### src/source/bru_defs.svh
// width and count macros for the branch resolution unit
`ifndef BRU_DEFS_SVH
`define BRU_DEFS_SVH

//////////////////////////////////////////////////
// datapath widths
//////////////////////////////////////////////////

// architectural data word
`define BRU_WORD_W      32

// pc counts words, so pc + 1 is the next instruction
`define BRU_PC_W        14

// branch immediate as dispatched
`define BRU_IMM_W       16

//////////////////////////////////////////////////
// core bookkeeping widths
//////////////////////////////////////////////////

// physical register tag
`define BRU_TAG_W       6

// rob entry index
`define BRU_ROB_W       6

// checkpoint column for restart
`define BRU_CKPT_W      3

// btb / dirp index, taken from low pc bits
`define BRU_BTB_IDX_W   4

// complete buses snooped for operand wakeup
`define BRU_NUM_CB      3

`endif

### src/source/bru_pkg.sv
// shared scalar typedefs, op and select enums, task, bus, restart and btb structs
`include "bru_defs.svh"

package bru_pkg;

    // scalar field types
    typedef logic [`BRU_WORD_W-1:0]    word_t;
    typedef logic [`BRU_PC_W-1:0]      pc_t;
    typedef logic [`BRU_TAG_W-1:0]     tag_t;
    typedef logic [`BRU_ROB_W-1:0]     rob_idx_t;
    typedef logic [`BRU_CKPT_W-1:0]    ckpt_col_t;
    typedef logic [`BRU_BTB_IDX_W-1:0] btb_idx_t;

    // branch ops handled here
    typedef enum logic [1:0] {
        BRU_BEQ = 2'd0,
        BRU_BNE = 2'd1,
        BRU_JR  = 2'd2
    } bru_op_t;

    // where ex picks an operand from
    typedef enum logic [1:0] {
        SEL_CB0 = 2'd0,
        SEL_CB1 = 2'd1,
        SEL_CB2 = 2'd2,
        SEL_RAW = 2'd3
    } src_sel_t;

    // per operand status from dispatch
    typedef struct packed {
        logic needed;
        logic ready;
        tag_t tag;
    } src_status_t;

    // dispatched task as held in the rs
    typedef struct packed {
        bru_op_t                op;
        src_status_t            source_0;
        src_status_t            source_1;
        logic [`BRU_IMM_W-1:0]  imm16;
        pc_t                    pc;
        pc_t                    npc;
        ckpt_col_t              ckpt_col;
        rob_idx_t               rob_index;
    } bru_task_t;

    // one complete bus, data trails tag by a cycle
    typedef struct packed {
        logic  tag_valid;
        tag_t  tag;
        word_t data;
    } cb_t;

    // ex stage register contents
    typedef struct packed {
        logic      valid;
        bru_op_t   op;
        word_t     raw_0;
        word_t     raw_1;
        src_sel_t  sel_0;
        src_sel_t  sel_1;
        btb_idx_t  btb_idx;
        pc_t       branch_pc;
        pc_t       next_pc;
        pc_t       npc;
        ckpt_col_t ckpt_col;
        rob_idx_t  rob_index;
    } ex_task_t;

    // restart to rob
    typedef struct packed {
        rob_idx_t  rob_index;
        pc_t       pc;
        ckpt_col_t safe_col;
    } restart_t;

    // btb / dirp training
    typedef struct packed {
        btb_idx_t idx;
        pc_t      target;
        logic     taken;
    } btb_update_t;

endpackage

### src/source/bru_operand_wakeup.sv
// operand tag match against the complete buses with fixed priority select
`include "bru_defs.svh"

module bru_operand_wakeup
    import bru_pkg::*;
(
    input  src_status_t src,
    input  cb_t         cb_0,
    input  cb_t         cb_1,
    input  cb_t         cb_2,
    output logic        hit,
    output src_sel_t    sel
);

    // buses as an array so the match is one loop
    cb_t                   cbs [`BRU_NUM_CB];
    logic [`BRU_NUM_CB-1:0] match;

    assign cbs[0] = cb_0;
    assign cbs[1] = cb_1;
    assign cbs[2] = cb_2;

    // only a needed, still waiting operand can wake up
    always_comb begin
        for (int i = 0; i < `BRU_NUM_CB; i++) begin
            match[i] = src.needed & ~src.ready & cbs[i].tag_valid &
                       (cbs[i].tag == src.tag);
        end
    end

    // bus 0 wins, so walk from the highest bus down
    always_comb begin
        hit = 1'b0;
        sel = SEL_RAW;
        for (int i = `BRU_NUM_CB - 1; i >= 0; i--) begin
            if (match[i]) begin
                hit = 1'b1;
                sel = src_sel_t'(2'(i));
            end
        end
    end

endmodule

### src/source/bru_rs_control.sv
// single entry reservation station with issue, kill, wakeup marking and read request
module bru_rs_control
    import bru_pkg::*;
(
    input  logic      CLK,
    input  logic      nRST,

    // dispatch
    input  logic      dispatch_valid,
    input  bru_task_t dispatch_task,

    // wakeup results for the held task
    input  logic      hit_0,
    input  logic      hit_1,

    // register file
    input  logic      read_serviced,
    output logic      read_req_valid,
    output tag_t      read_tag_0,
    output tag_t      read_tag_1,

    // kill bus
    input  logic      kill_valid,
    input  rob_idx_t  kill_rob_index,

    // restart from ex
    input  logic      flush,

    output bru_task_t rs_task,
    output logic      issue,
    output logic      rs_full
);

    //////////////////////////////////////////////////
    // entry state
    //////////////////////////////////////////////////

    logic rs_valid;

    // kill only lands on a task still in the rs
    logic kill_hit;

    // operand has a value now or next cycle
    logic op_0_ok;
    logic op_1_ok;

    // some operand comes from the register file
    logic raw_need;

    // all operands covered, read aside
    logic ops_ok;

    //////////////////////////////////////////////////
    // issue decision
    //////////////////////////////////////////////////

    assign kill_hit = rs_valid & kill_valid & (rs_task.rob_index == kill_rob_index);

    // unused operand never blocks
    assign op_0_ok = ~rs_task.source_0.needed | rs_task.source_0.ready | hit_0;
    assign op_1_ok = ~rs_task.source_1.needed | rs_task.source_1.ready | hit_1;
    assign ops_ok  = op_0_ok & op_1_ok;

    // ready means the value sits in the register file
    assign raw_need = (rs_task.source_0.needed & rs_task.source_0.ready) |
                      (rs_task.source_1.needed & rs_task.source_1.ready);

    // read only once the other operand is covered too
    assign read_req_valid = rs_valid & ~kill_hit & ops_ok & raw_need;
    assign read_tag_0     = rs_task.source_0.tag;
    assign read_tag_1     = rs_task.source_1.tag;

    // forwarded-only tasks skip the register file
    assign issue = rs_valid & ~kill_hit & ops_ok & (~raw_need | read_serviced);

    // task still waiting after this cycle
    assign rs_full = rs_valid & ~kill_hit & ~issue;

    //////////////////////////////////////////////////
    // valid bit
    //////////////////////////////////////////////////

    always_ff @(posedge CLK or negedge nRST) begin
        if (!nRST) begin
            rs_valid <= 1'b0;
        end else if (flush) begin
            // same cycle dispatch is dropped too
            rs_valid <= 1'b0;
        end else if (dispatch_valid) begin
            rs_valid <= 1'b1;
        end else if (issue | kill_hit) begin
            rs_valid <= 1'b0;
        end
    end

    //////////////////////////////////////////////////
    // task payload
    //////////////////////////////////////////////////

    always_ff @(posedge CLK) begin
        if (dispatch_valid) begin
            rs_task <= dispatch_task;
        end else begin
            // a tag seen while stalled is now in the register file
            if (hit_0) begin
                rs_task.source_0.ready <= 1'b1;
            end
            if (hit_1) begin
                rs_task.source_1.ready <= 1'b1;
            end
        end
    end

endmodule

### src/source/bru_ex_latch.sv
// rs to ex pipeline register with next pc and branch target adds
module bru_ex_latch
    import bru_pkg::*;
(
    input  logic      CLK,
    input  logic      nRST,

    // issued task and its operand routing
    input  logic      issue,
    input  bru_task_t rs_task,
    input  src_sel_t  sel_0,
    input  src_sel_t  sel_1,

    // register file read data, same cycle as issue
    input  word_t     read_data_0,
    input  word_t     read_data_1,

    input  logic      flush,
    output ex_task_t  ex
);

    // next state of the stage
    ex_task_t ex_next;

    // registered halves
    logic     ex_valid;
    ex_task_t ex_body;

    //////////////////////////////////////////////////
    // rs stage math
    //////////////////////////////////////////////////

    always_comb begin
        ex_next.valid     = issue & ~flush;
        ex_next.op        = rs_task.op;
        ex_next.raw_0     = read_data_0;
        ex_next.raw_1     = read_data_1;
        ex_next.sel_0     = sel_0;
        ex_next.sel_1     = sel_1;
        // btb index is the low pc bits
        ex_next.btb_idx   = btb_idx_t'(rs_task.pc);
        // fall through, one word on
        ex_next.next_pc   = rs_task.pc + pc_t'(1);
        // imm truncated to pc width
        ex_next.branch_pc = rs_task.pc + pc_t'(1) + pc_t'(rs_task.imm16);
        ex_next.npc       = rs_task.npc;
        ex_next.ckpt_col  = rs_task.ckpt_col;
        ex_next.rob_index = rs_task.rob_index;
    end

    //////////////////////////////////////////////////
    // registers
    //////////////////////////////////////////////////

    always_ff @(posedge CLK or negedge nRST) begin
        if (!nRST) begin
            ex_valid <= 1'b0;
        end else begin
            ex_valid <= ex_next.valid;
        end
    end

    // payload only moves on issue
    always_ff @(posedge CLK) begin
        if (issue) begin
            ex_body <= ex_next;
        end
    end

    // valid comes from the reset flop
    always_comb begin
        ex       = ex_body;
        ex.valid = ex_valid;
    end

endmodule

### src/source/bru_resolve.sv
// ex stage forwarding mux, branch compare, restart, flush and btb update
`include "bru_defs.svh"

module bru_resolve
    import bru_pkg::*;
(
    input  ex_task_t    ex,

    // bus data for operands forwarded at issue
    input  cb_t         cb_0,
    input  cb_t         cb_1,
    input  cb_t         cb_2,

    output logic        complete_valid,
    output logic        restart_valid,
    output restart_t    restart,
    output logic        btb_update_valid,
    output btb_update_t btb_update,
    output logic        flush
);

    // forwarded or raw operand
    function automatic word_t pick(input src_sel_t s, input word_t raw,
                                   input word_t d0, input word_t d1, input word_t d2);
        word_t v;
        case (s)
            SEL_CB0: v = d0;
            SEL_CB1: v = d1;
            SEL_CB2: v = d2;
            default: v = raw;
        endcase
        return v;
    endfunction

    word_t op_a;
    word_t op_b;
    logic  taken;
    pc_t   jr_target;
    pc_t   resolved_pc;
    logic  mispredict;

    //////////////////////////////////////////////////
    // operands
    //////////////////////////////////////////////////

    assign op_a = pick(ex.sel_0, ex.raw_0, cb_0.data, cb_1.data, cb_2.data);
    assign op_b = pick(ex.sel_1, ex.raw_1, cb_0.data, cb_1.data, cb_2.data);

    // byte address in the register, drop the low two bits
    assign jr_target = op_a[`BRU_PC_W+1:2];

    //////////////////////////////////////////////////
    // resolution
    //////////////////////////////////////////////////

    always_comb begin
        taken       = 1'b0;
        resolved_pc = ex.next_pc;
        case (ex.op)
            BRU_BEQ: begin
                taken       = (op_a == op_b);
                resolved_pc = taken ? ex.branch_pc : ex.next_pc;
            end
            BRU_BNE: begin
                taken       = (op_a != op_b);
                resolved_pc = taken ? ex.branch_pc : ex.next_pc;
            end
            BRU_JR: begin
                resolved_pc = jr_target;
            end
            default: begin
                resolved_pc = ex.next_pc;
            end
        endcase
    end

    // fetch went somewhere else
    assign mispredict = (ex.npc != resolved_pc);

    assign complete_valid = ex.valid;
    assign restart_valid  = ex.valid & mispredict;
    // a restart also clears rs and ex
    assign flush          = restart_valid;

    assign restart.rob_index = ex.rob_index;
    assign restart.pc        = resolved_pc;
    assign restart.safe_col  = ex.ckpt_col;

    // only conditional branches train the predictor
    assign btb_update_valid  = ex.valid & (ex.op != BRU_JR);
    assign btb_update.idx    = ex.btb_idx;
    assign btb_update.target = ex.branch_pc;
    assign btb_update.taken  = taken;

endmodule

### src/source/bru_pipeline.sv
// branch resolution unit top, rs control, two wakeups, ex latch and resolve
module bru_pipeline
    import bru_pkg::*;
(
    input  logic        CLK,
    input  logic        nRST,

    // dispatch
    input  logic        dispatch_valid,
    input  bru_task_t   dispatch_task,
    output logic        rs_full,

    // register file
    output logic        read_req_valid,
    output tag_t        read_tag_0,
    output tag_t        read_tag_1,
    input  logic        read_serviced,
    input  word_t       read_data_0,
    input  word_t       read_data_1,

    // kill bus
    input  logic        kill_valid,
    input  rob_idx_t    kill_rob_index,

    // complete buses
    input  cb_t         cb_0,
    input  cb_t         cb_1,
    input  cb_t         cb_2,

    // rob and fetch side
    output logic        complete_valid,
    output logic        restart_valid,
    output restart_t    restart,
    output logic        btb_update_valid,
    output btb_update_t btb_update
);

    bru_task_t rs_task;
    logic      issue;
    logic      flush;
    logic      hit_0;
    logic      hit_1;
    src_sel_t  sel_0;
    src_sel_t  sel_1;
    ex_task_t  ex;

    //////////////////////////////////////////////////
    // rs stage
    //////////////////////////////////////////////////

    bru_rs_control i_rs_control (
        .CLK            (CLK),
        .nRST           (nRST),
        .dispatch_valid (dispatch_valid),
        .dispatch_task  (dispatch_task),
        .hit_0          (hit_0),
        .hit_1          (hit_1),
        .read_serviced  (read_serviced),
        .read_req_valid (read_req_valid),
        .read_tag_0     (read_tag_0),
        .read_tag_1     (read_tag_1),
        .kill_valid     (kill_valid),
        .kill_rob_index (kill_rob_index),
        .flush          (flush),
        .rs_task        (rs_task),
        .issue          (issue),
        .rs_full        (rs_full)
    );

    // operand 0 wakeup
    bru_operand_wakeup i_wakeup_0 (
        .src  (rs_task.source_0),
        .cb_0 (cb_0),
        .cb_1 (cb_1),
        .cb_2 (cb_2),
        .hit  (hit_0),
        .sel  (sel_0)
    );

    // operand 1 wakeup
    bru_operand_wakeup i_wakeup_1 (
        .src  (rs_task.source_1),
        .cb_0 (cb_0),
        .cb_1 (cb_1),
        .cb_2 (cb_2),
        .hit  (hit_1),
        .sel  (sel_1)
    );

    //////////////////////////////////////////////////
    // ex stage
    //////////////////////////////////////////////////

    bru_ex_latch i_ex_latch (
        .CLK         (CLK),
        .nRST        (nRST),
        .issue       (issue),
        .rs_task     (rs_task),
        .sel_0       (sel_0),
        .sel_1       (sel_1),
        .read_data_0 (read_data_0),
        .read_data_1 (read_data_1),
        .flush       (flush),
        .ex          (ex)
    );

    bru_resolve i_resolve (
        .ex               (ex),
        .cb_0             (cb_0),
        .cb_1             (cb_1),
        .cb_2             (cb_2),
        .complete_valid   (complete_valid),
        .restart_valid    (restart_valid),
        .restart          (restart),
        .btb_update_valid (btb_update_valid),
        .btb_update       (btb_update),
        .flush            (flush)
    );

endmodule

### config.mk
export PLATFORM = sky130hd
export DESIGN_NAME = bru_pipeline
export DESIGN_NICKNAME = d
export VERILOG_FILES = /design/src/source/bru_pkg.sv /design/src/source/bru_operand_wakeup.sv /design/src/source/bru_rs_control.sv /design/src/source/bru_ex_latch.sv /design/src/source/bru_resolve.sv /design/src/source/bru_pipeline.sv
export VERILOG_INCLUDE_DIRS = /design/src /design/src/source
export SDC_FILE = /design/constraint.sdc
export NUM_CORES = 1
export LEC_CHECK = 0
export ABC_AREA = 1
export BUFFER_PORTS_ARGS = -buffer_cell sky130_fd_sc_hd__buf_2
export CORE_MARGIN = 2
export CORE_UTILIZATION = 40
export CTS_BUF_LIST = sky130_fd_sc_hd__clkbuf_16
export DETAILED_ROUTE_END_ITERATION = 12
export MAX_ROUTING_LAYER = met4
export PLACE_DENSITY_LB_ADDON = 0.25
export SYNTH_ARGS = -nofsm -noshare
export SYNTH_HDL_FRONTEND = slang
export SYNTH_SLANG_ARGS = --single-unit
### constraint.sdc
create_clock -name CLK -period 7.5 [get_ports CLK]
set_clock_uncertainty 0.1 [all_clocks]
set_input_delay 0.375 -clock CLK [delete_from_list [all_inputs] [get_ports CLK]]
set_output_delay 0.375 -clock CLK [all_outputs]
set_load 0.1 [all_outputs]
==> flow_metrics.py, run 1 <==
metrics = {
    "final_layout": {
        "area_growth_syn_to_layout_pct": 30.4,
        "final_cell_mix": "nand2_1, buf_2, nand3_1, edfxtp_1, inv_1",
        "mostFrequentLayoutCell": "nand2_1",
        "finish.net_count": 2099,
        "layout.cell_area.non_filler_sq_um": 15400,
        "final_layout_size_suffix_gt1_frac": 0.214,
    },
    "timing": {
        "hold_viol_final": 0,
        "hold-worst-slack_ns": 0.0929,
        "period_share": 0.863,
        "finalSetupViolations": 0,
        "worst_slew_pin_slew_ns": 1.20,
        "slew_headroom": 0.199,
        "setup_repair_after_global_routing_missed_its_margin": "no",
        "min_period_ns": 6.47,
        "timing.setup.tns_ns": 0,
        "report.final.slew_viol_count": 0,
        "fmax_ghz": 0.155,
    },
    "synth": {
        "synth_simple_gate_area_share": 0.317,
        "yosys.area.top_type": "edfxtp_1",
        "yosys_most_used_dff": "edfxtp_1",
        "netlist.area_leader.share": 0.492,
        "mappedNetlistNets": 1706,
        "synth-seq-area-share": 0.496,
        "synthesis.area_per_instance_sq_um": 8.29,
        "yosys.cell_types.count": 36,
        "post_synth_xor_area_fraction": 0.0370,
        "largest_family_of_logic_cells_by_synthesized_area": "simple AND/OR/NAND/NOR gates",
        "synthTopCellsByArea": "edfxtp_1, nand2_1, nand3_1",
        "adder_cell_share_of_the_synthesized_area": 0.0165,
        "synth_async_sr_flop_share": 0.0102,
        "synthesis.yosys.warnings": 0,
        "area_fraction_in_compound_gates_after_synthesis": 0.0353,
        "yosys_register_bits": 196,
        "synth.cell_area_sq_um": 11800,
        "synth_enable_flop_cells": 194,
        "post_synth_inst_count": 1428,
        "post_synthesis_mux_area_share": 0.000951,
    },
    "floorplan": {
        "die_area_sq_um": 31000,
        "pin_count": 322,
        "fp.coreArea_sq_um": 28900,
        "fp.dieW_um": 176,
        "placement_rows": 62,
        "initial_utilization": 0.409,
        "die_y_um": 176,
    },
    "worst_setup_path": {
        "r2r_setup_slack_ns": 1.92,
        "regToRegStartpoint": "i_ex_latch.ex[55]$_SDFFCE_PP0P_",
        "path_common_cell": "nand2_1",
        "rr_worst_depth": 24,
        "critical_path.slowest_cell": "nor2_2",
        "critical-path-max-stage-delay_ns": 0.93,
        "critPathArrivalTime_ns": 5.99,
        "timing.critical_path.required_ns": 7.03,
        "cell_family_with_the_largest_share_of_critical_path_delay": "simple AND/OR/NAND/NOR gates",
        "critical_path.startpoint_type": "register",
        "crit_path_cell_trace": "buf_4, nor2_2, buf_4, nand2_1, nand3_1, nand2_1, nand3_1, nand3_1, nor2_1, nand2_1, nor2_2, buf_4, nand2_1, nand2_1, nand3_1, nand3_1, nand2_1, nand2_1, nand2_1, nor2_1, nand2_1, nor2_1, a21oi_1, buf_2",
        "crit_path_class": "reg2out",
        "timing.critical_path.to_type": "output pin",
        "rr_endpoint": "i_rs_control.rs_valid$_DFFE_PN0P_",
        "crit_path_max_fanout": 29,
        "critPathBufInv": 4,
    },
    "detailed_routing": {
        "finalWirelength_mm": 38.1,
        "final_antenna_net_count": 0,
        "vias": 11400,
        "drt-pass1-iter-count": 7,
        "routed_via_density": 5.10,
        "wl_per_cell_um": 17.1,
        "drc": 0,
        "drt_iter0_markers": 899,
    },
    "clock_tree": {
        "cts_max_path_buffers": 2,
        "post_cts_resize_count": 0,
        "clock_latency_ns": 0.46,
        "cts_root_buffer": "clkbuf_16",
        "cts_tree": "done",
        "h-tree-depth": 4,
        "post_cts.repair.setup_buffers": 0,
        "clkTransAtPathRegs_ns": 0.08,
        "cts.sink_count": 196,
        "tritoncts.num_buffers": 17,
    },
    "min_path": {
        "hold_class": "in2reg",
        "hold_path_depth": 2,
        "min_to": "i_rs_control.rs_task[59]$_SDFFCE_PN1P_",
        "hold_path_startpoint": "dispatch_task[59]",
    },
    "global_routing": {
        "first_global_vias": 10800,
        "grt_pass1_wl_mm": 57.8,
        "grt_start_max_net_pins": 73,
        "grt_antenna_before_repair": 7,
        "residual_overflow_from_global_routing": 0,
        "grt_usage": 0.248,
    },
    "placed_design": {
        "gp_congestion": 0.907,
        "dpl_cell_area_sq_um": 13500,
        "hpwlAfterDp_mm": 27.0,
        "io_buffer_count": 319,
    },
    "power": {
        "cellPowerDensity_nw_per_um2": 234,
        "cellLeakagePower_nw": 7.13,
        "irDropWorstVdd_v": 0.000206,
    },
    "outcome": {
        "outcome": "completed",
    },
    "flow_run": {
        "count_of_maximum_capacitance_violations": 0,
    },
}
==> cells in the mapped netlist, types with 3 or more instances <==
library cell	instances
nor4_1	9
clkinv_1	3
or2_0	16
inv_1	152
nand3_1	218
clkbuf_1	15
nor2_1	81
o21ai_0	53
or2_1	3
xor2_1	37
nand2_1	413
a21oi_1	18
nand3b_1	17
ha_1	14
or2_2	17
nor3_1	5
xnor2_1	13
nand4_1	54
buf_2	27
buf_4	48
edfxtp_1	194
inv_2	4
==> metal layers <==
metal  vias up  GRT usage  routed length (um)
met5         -          -                   0
met4         0     0.0809                 807
met3        58     0.0482                2980
met2       532      0.405               18300
met1      5223      0.311               16000
li1       5537          -                   -
==> final cells by class <==
type	count	area (sq um)
timing repair buffer	464	3020
antenna	7	17.5
multi-input combinational	983	4830
tap	384	480
sequential	196	5880
clock buffer	17	425
fill	2684	13500
clock inverter	15	203
inverter	159	597
==> metrics by stage <==
stage | utilization | std cells | total power [mW] | worst slack, ns
final | 0.534 | 2225 | 3.62 | 1.03
after global routing | 0.534 | 2225 | 3.79 | 0.644
after CTS | 0.533 | 2217 | 3.64 | 1.04
after detailed placement | 0.466 | 2054 | 2.63 | 1.56
after global placement | 0.466 | 2054 | 2.62 | 1.65
after floorplan | - | 1428 | 2.39 | 0.409
==> repair_timing <==
item	4_1_cts	5_1_grt
hold buffers	131	1
hold endpoints to repair	132	1
setup endpoints to repair	0	0
==> kinds of logic (layout without fill, tap and decap cells) <==
group | count (synthesis) | after routing
simple gates | 838 | 838
buf+inv | 249 | 655
flops | 196 | 196
compound gates | 79 | 79
xor+xnor | 50 | 50
fa+ha+maj | 15 | 15
mux | 1 | 1
other cells | 0 | 7
==> sequential cells by signal (all words and copies together) (netlist names) <==
register	cells
i_ex_latch.ex	125
i_ex_latch.ex_valid	1
i_rs_control.read_tag_0	6
i_rs_control.read_tag_1	6
i_rs_control.rs_task	57
i_rs_control.rs_valid	1
==> worst max path at each step <==
stage / slack, ns / startpoint / endpoint / cells after the start
CTS: 1.04 / i_ex_latch.ex[55]$_SDFFCE_PP0P_ / restart_valid / 24
global placement: 1.65 / i_ex_latch.ex[55]$_SDFFCE_PP0P_ / restart_valid / 23
detailed placement: 1.56 / i_ex_latch.ex[55]$_SDFFCE_PP0P_ / restart_valid / 24
floorplan: 0.41 / i_rs_control.rs_task[59]$_SDFFCE_PN1P_ / rs_full / 8
finish: 1.03 / i_ex_latch.ex[55]$_SDFFCE_PP0P_ / restart_valid / 24
global route: 0.64 / i_ex_latch.ex[55]$_SDFFCE_PP0P_ / restart_valid / 23
==> worst reg2reg max path, cell delays in order (launching register included) <==
cell and delay (ns):
edfxtp_1 0.65, buf_4 0.36, nor2_2 0.94, buf_4 0.36
nand2_1 0.08, nand3_1 0.12, nand2_1 0.07, nand3_1 0.07
nand3_1 0.12, nor2_1 0.11, nand2_1 0.07, nor2_2 0.10
buf_4 0.31, nand2_1 0.66, nand2_1 0.23, nand3_1 0.09
nand3_1 0.16, nand2_1 0.09, nand2_1 0.07, nand2_1 0.06
nor2_1 0.12, nand2_1 0.06, nor2_1 0.24, nand2_1 0.15
a21oi_1 0.14
==> report_power, final <==
group          switching (mW)  internal, mW  total, mW
clock network           0.495         0.461      0.956
logic                   0.890         0.315       1.20
registers              0.0656          1.39       1.46
Note: power is estimated with default switching activity, not from simulation.
==> run 2: changes to the inputs <==
Settings changed: CORE_ASPECT_RATIO set to 2.
==> run 2 against run 1 <==
Against the previous run:
- power decreased by 0.10%
- sequential share of layout area rose by 0.36 points
- first-iteration DRC count decreased by 27%
- design area down 0.94%
- die area rose by 0.27%
- critical endpoint unchanged
- non-clock buffer count fell by 12
- sequential power is essentially flat
- sequential cell count unchanged
- worst setup slack improved by 0.24 ns
==> flow_metrics.py, run 2 (same netlist as run 1, synthesis figures left out) <==
metrics = {
    "timing": {
        "slew_headroom": 0.257,
        "fin_ws_ns": 1.27,
        "fmax_ghz": 0.161,
        "min_period_ns": 6.23,
        "report.final.slew_viol_count": 0,
        "timing.setup.tns_ns": 0,
        "finalSetupViolations": 0,
        "period_share": 0.830,
        "hold_viol_final": 0,
        "worst_slew_pin_slew_ns": 1.11,
        "setup_repair_after_global_routing_missed_its_margin": "no",
    },
    "global_routing": {
        "grt_usage": 0.239,
        "grt_pass1_wl_mm": 55.9,
        "residual_overflow_from_global_routing": 0,
        "grt_start_max_net_pins": 95,
        "grt_antenna_before_repair": 5,
        "first_global_vias": 10900,
    },
    "worst_setup_path": {
        "timing.critical_path.required_ns": 7.03,
        "critical-path-max-stage-delay_ns": 0.87,
        "path_common_cell": "nand2_1",
        "timing.critical_path.to_type": "output pin",
        "crit_path_max_fanout": 29,
        "critical_path.slowest_cell": "clkinv_1",
        "crit_path_class": "reg2out",
        "crit_path_cell_trace": "nand2_1, clkinv_1, nand2_1, inv_1, nor2_1, nand2_1, nand2_1, nand2_1, nor2_1, nand2_1, nor2_2, buf_4, nand2_1, nand2_1, nand3_1, nand3b_1, nand2_1, nand2_1, nand2_1, nand3_1, nor2_1, a21oi_1, buf_2",
        "critical_path.startpoint_type": "register",
        "r2r_setup_slack_ns": 2.21,
        "critPathArrivalTime_ns": 5.75,
    },
    "placed_design": {
        "io_buffer_count": 319,
        "gp_congestion": 0.857,
        "hpwlAfterDp_mm": 25.7,
        "dp_cells": 2031,
        "preCtsSetupSlack_ns": 1.77,
    },
    "floorplan": {
        "fp.dieW_um": 126,
        "placement_rows": 89,
        "pin_count": 322,
        "die_area_sq_um": 31100,
        "fp.coreArea_sq_um": 29300,
        "initial_utilization": 0.404,
        "die_y_um": 247,
    },
    "final_layout": {
        "number_of_flip_flops_in_the_largest_register": 125,
        "fillCellCount": 2743,
        "area_growth_syn_to_layout_pct": 29.2,
        "area.sequential_sq_um": 5880,
        "total_area_of_multi_input_combinational_cells_sq_um": 4840,
        "final_layout_size_suffix_gt1_frac": 0.212,
        "finish.net_count": 2087,
        "mostFrequentLayoutCell": "nand2_1",
        "final_cell_mix": "nand2_1, buf_2, nand3_1, edfxtp_1, inv_1",
        "final-instance-count-excl-fill": 2191,
    },
    "clock_tree": {
        "cts_tree": "done",
        "cts.sink_count": 196,
        "clock_latency_ns": 0.45,
        "post_cts.repair.setup_buffers": 0,
        "tritoncts.num_buffers": 17,
        "cts_max_path_buffers": 2,
        "h-tree-depth": 4,
        "cts_root_buffer": "clkbuf_16",
        "clkTransAtPathRegs_ns": 0.07,
    },
    "outcome": {
        "outcome": "completed",
    },
    "flow_run": {
        "count_of_maximum_capacitance_violations": 0,
    },
    "power": {
        "cellPowerDensity_nw_per_um2": 236,
        "irDropWorstVdd_v": 0.000264,
        "cellLeakagePower_nw": 7.08,
    },
    "detailed_routing": {
        "drc": 0,
        "wl_per_cell_um": 16.7,
        "drt_iter0_markers": 659,
        "routed_via_density": 5.05,
        "drt-pass1-iter-count": 5,
        "final_antenna_net_count": 0,
        "finalWirelength_mm": 36.5,
        "vias": 11100,
    },
    "min_path": {
        "hold_class": "in2reg",
    },
}
-- run 2: cell type report --
class	instances	share of cell area
Sequential cell	196	0.384
Tap cell	364	0.0298
Multi-Input combinational cell	983	0.316
Inverter	159	0.0390
Antenna cell	5	0.000818
Clock inverter	15	0.0116
Clock buffer	17	0.0278
Timing Repair Buffer	452	0.191
-- run 2: report_power, final --
part / switching (mW) / internal [mW]
sequential: 0.0653 / 1.39
clock: 0.431 / 0.530
combinational: 0.882 / 0.314
total: 1.38 / 2.24
-- run 2: through the flow --
| step | hold slack, ns | total power [mW] | instance area (sq um) | util |
|---|---|---|---|---|
| 2_1_floorplan | -0.0206 | 2.39 | 11800 | - |
| 3_3_place_gp | 0.0634 | 2.62 | 13500 | 0.459 |
| 3_5_place_dp | 0.0621 | 2.63 | 13500 | 0.459 |
| 4_1_cts | 0.000801 | 3.65 | 15300 | 0.522 |
| 5_1_grt | 0.000144 | 3.78 | 15300 | 0.522 |
| 6_report | 0.0189 | 3.62 | 15300 | 0.522 |
-- run 2: final timing paths --
path	from	endpoint	cells after the start
min in group asynchronous	nRST	i_rs_control.rs_valid$_DFFE_PN0P_	2
worst min-delay path	read_data_1[20]	i_ex_latch.ex[79]$_DFFE_PP_	1
worst max-delay path	i_ex_latch.ex[55]$_SDFFCE_PP0P_	restart_valid	23
worst max register to register	i_ex_latch.ex[55]$_SDFFCE_PP0P_	i_ex_latch.ex_valid$_DFF_PN0_	24
max in group asynchronous	nRST	i_ex_latch.ex_valid$_DFF_PN0_	2
worst min register to register	i_rs_control.rs_task[70]$_DFFE_PP_	i_ex_latch.ex[124]$_DFFE_PP_	0
-- run 2: worst max-delay path: cells and delay by family, from the launching register on --
kind,cells,cell delay [ns]
buffers and inverters,4,1.69
DFF,1,0.38
and+or+nand+nor,18,3.01
AOI/OAI and AO/OA,1,0.17
-- run 2: routing by layer --
layer | up-vias | track usage | share of wire
met4 | 0 | 0.0850 | 0.024
li1 | 5530 | - | -
met5 | - | - | 0
met3 | 54 | 0.0448 | 0.063
met1 | 5050 | 0.290 | 0.43
met2 | 437 | 0.400 | 0.49
-- run 2: timing repair --
| action | 4_1_cts | 5_1_grt |
|---|---|---|
| hold endpoints to repair | 124 | 0 |
| hold buffers | 123 | 0 |
| gates resized for setup | 0 | 0 |
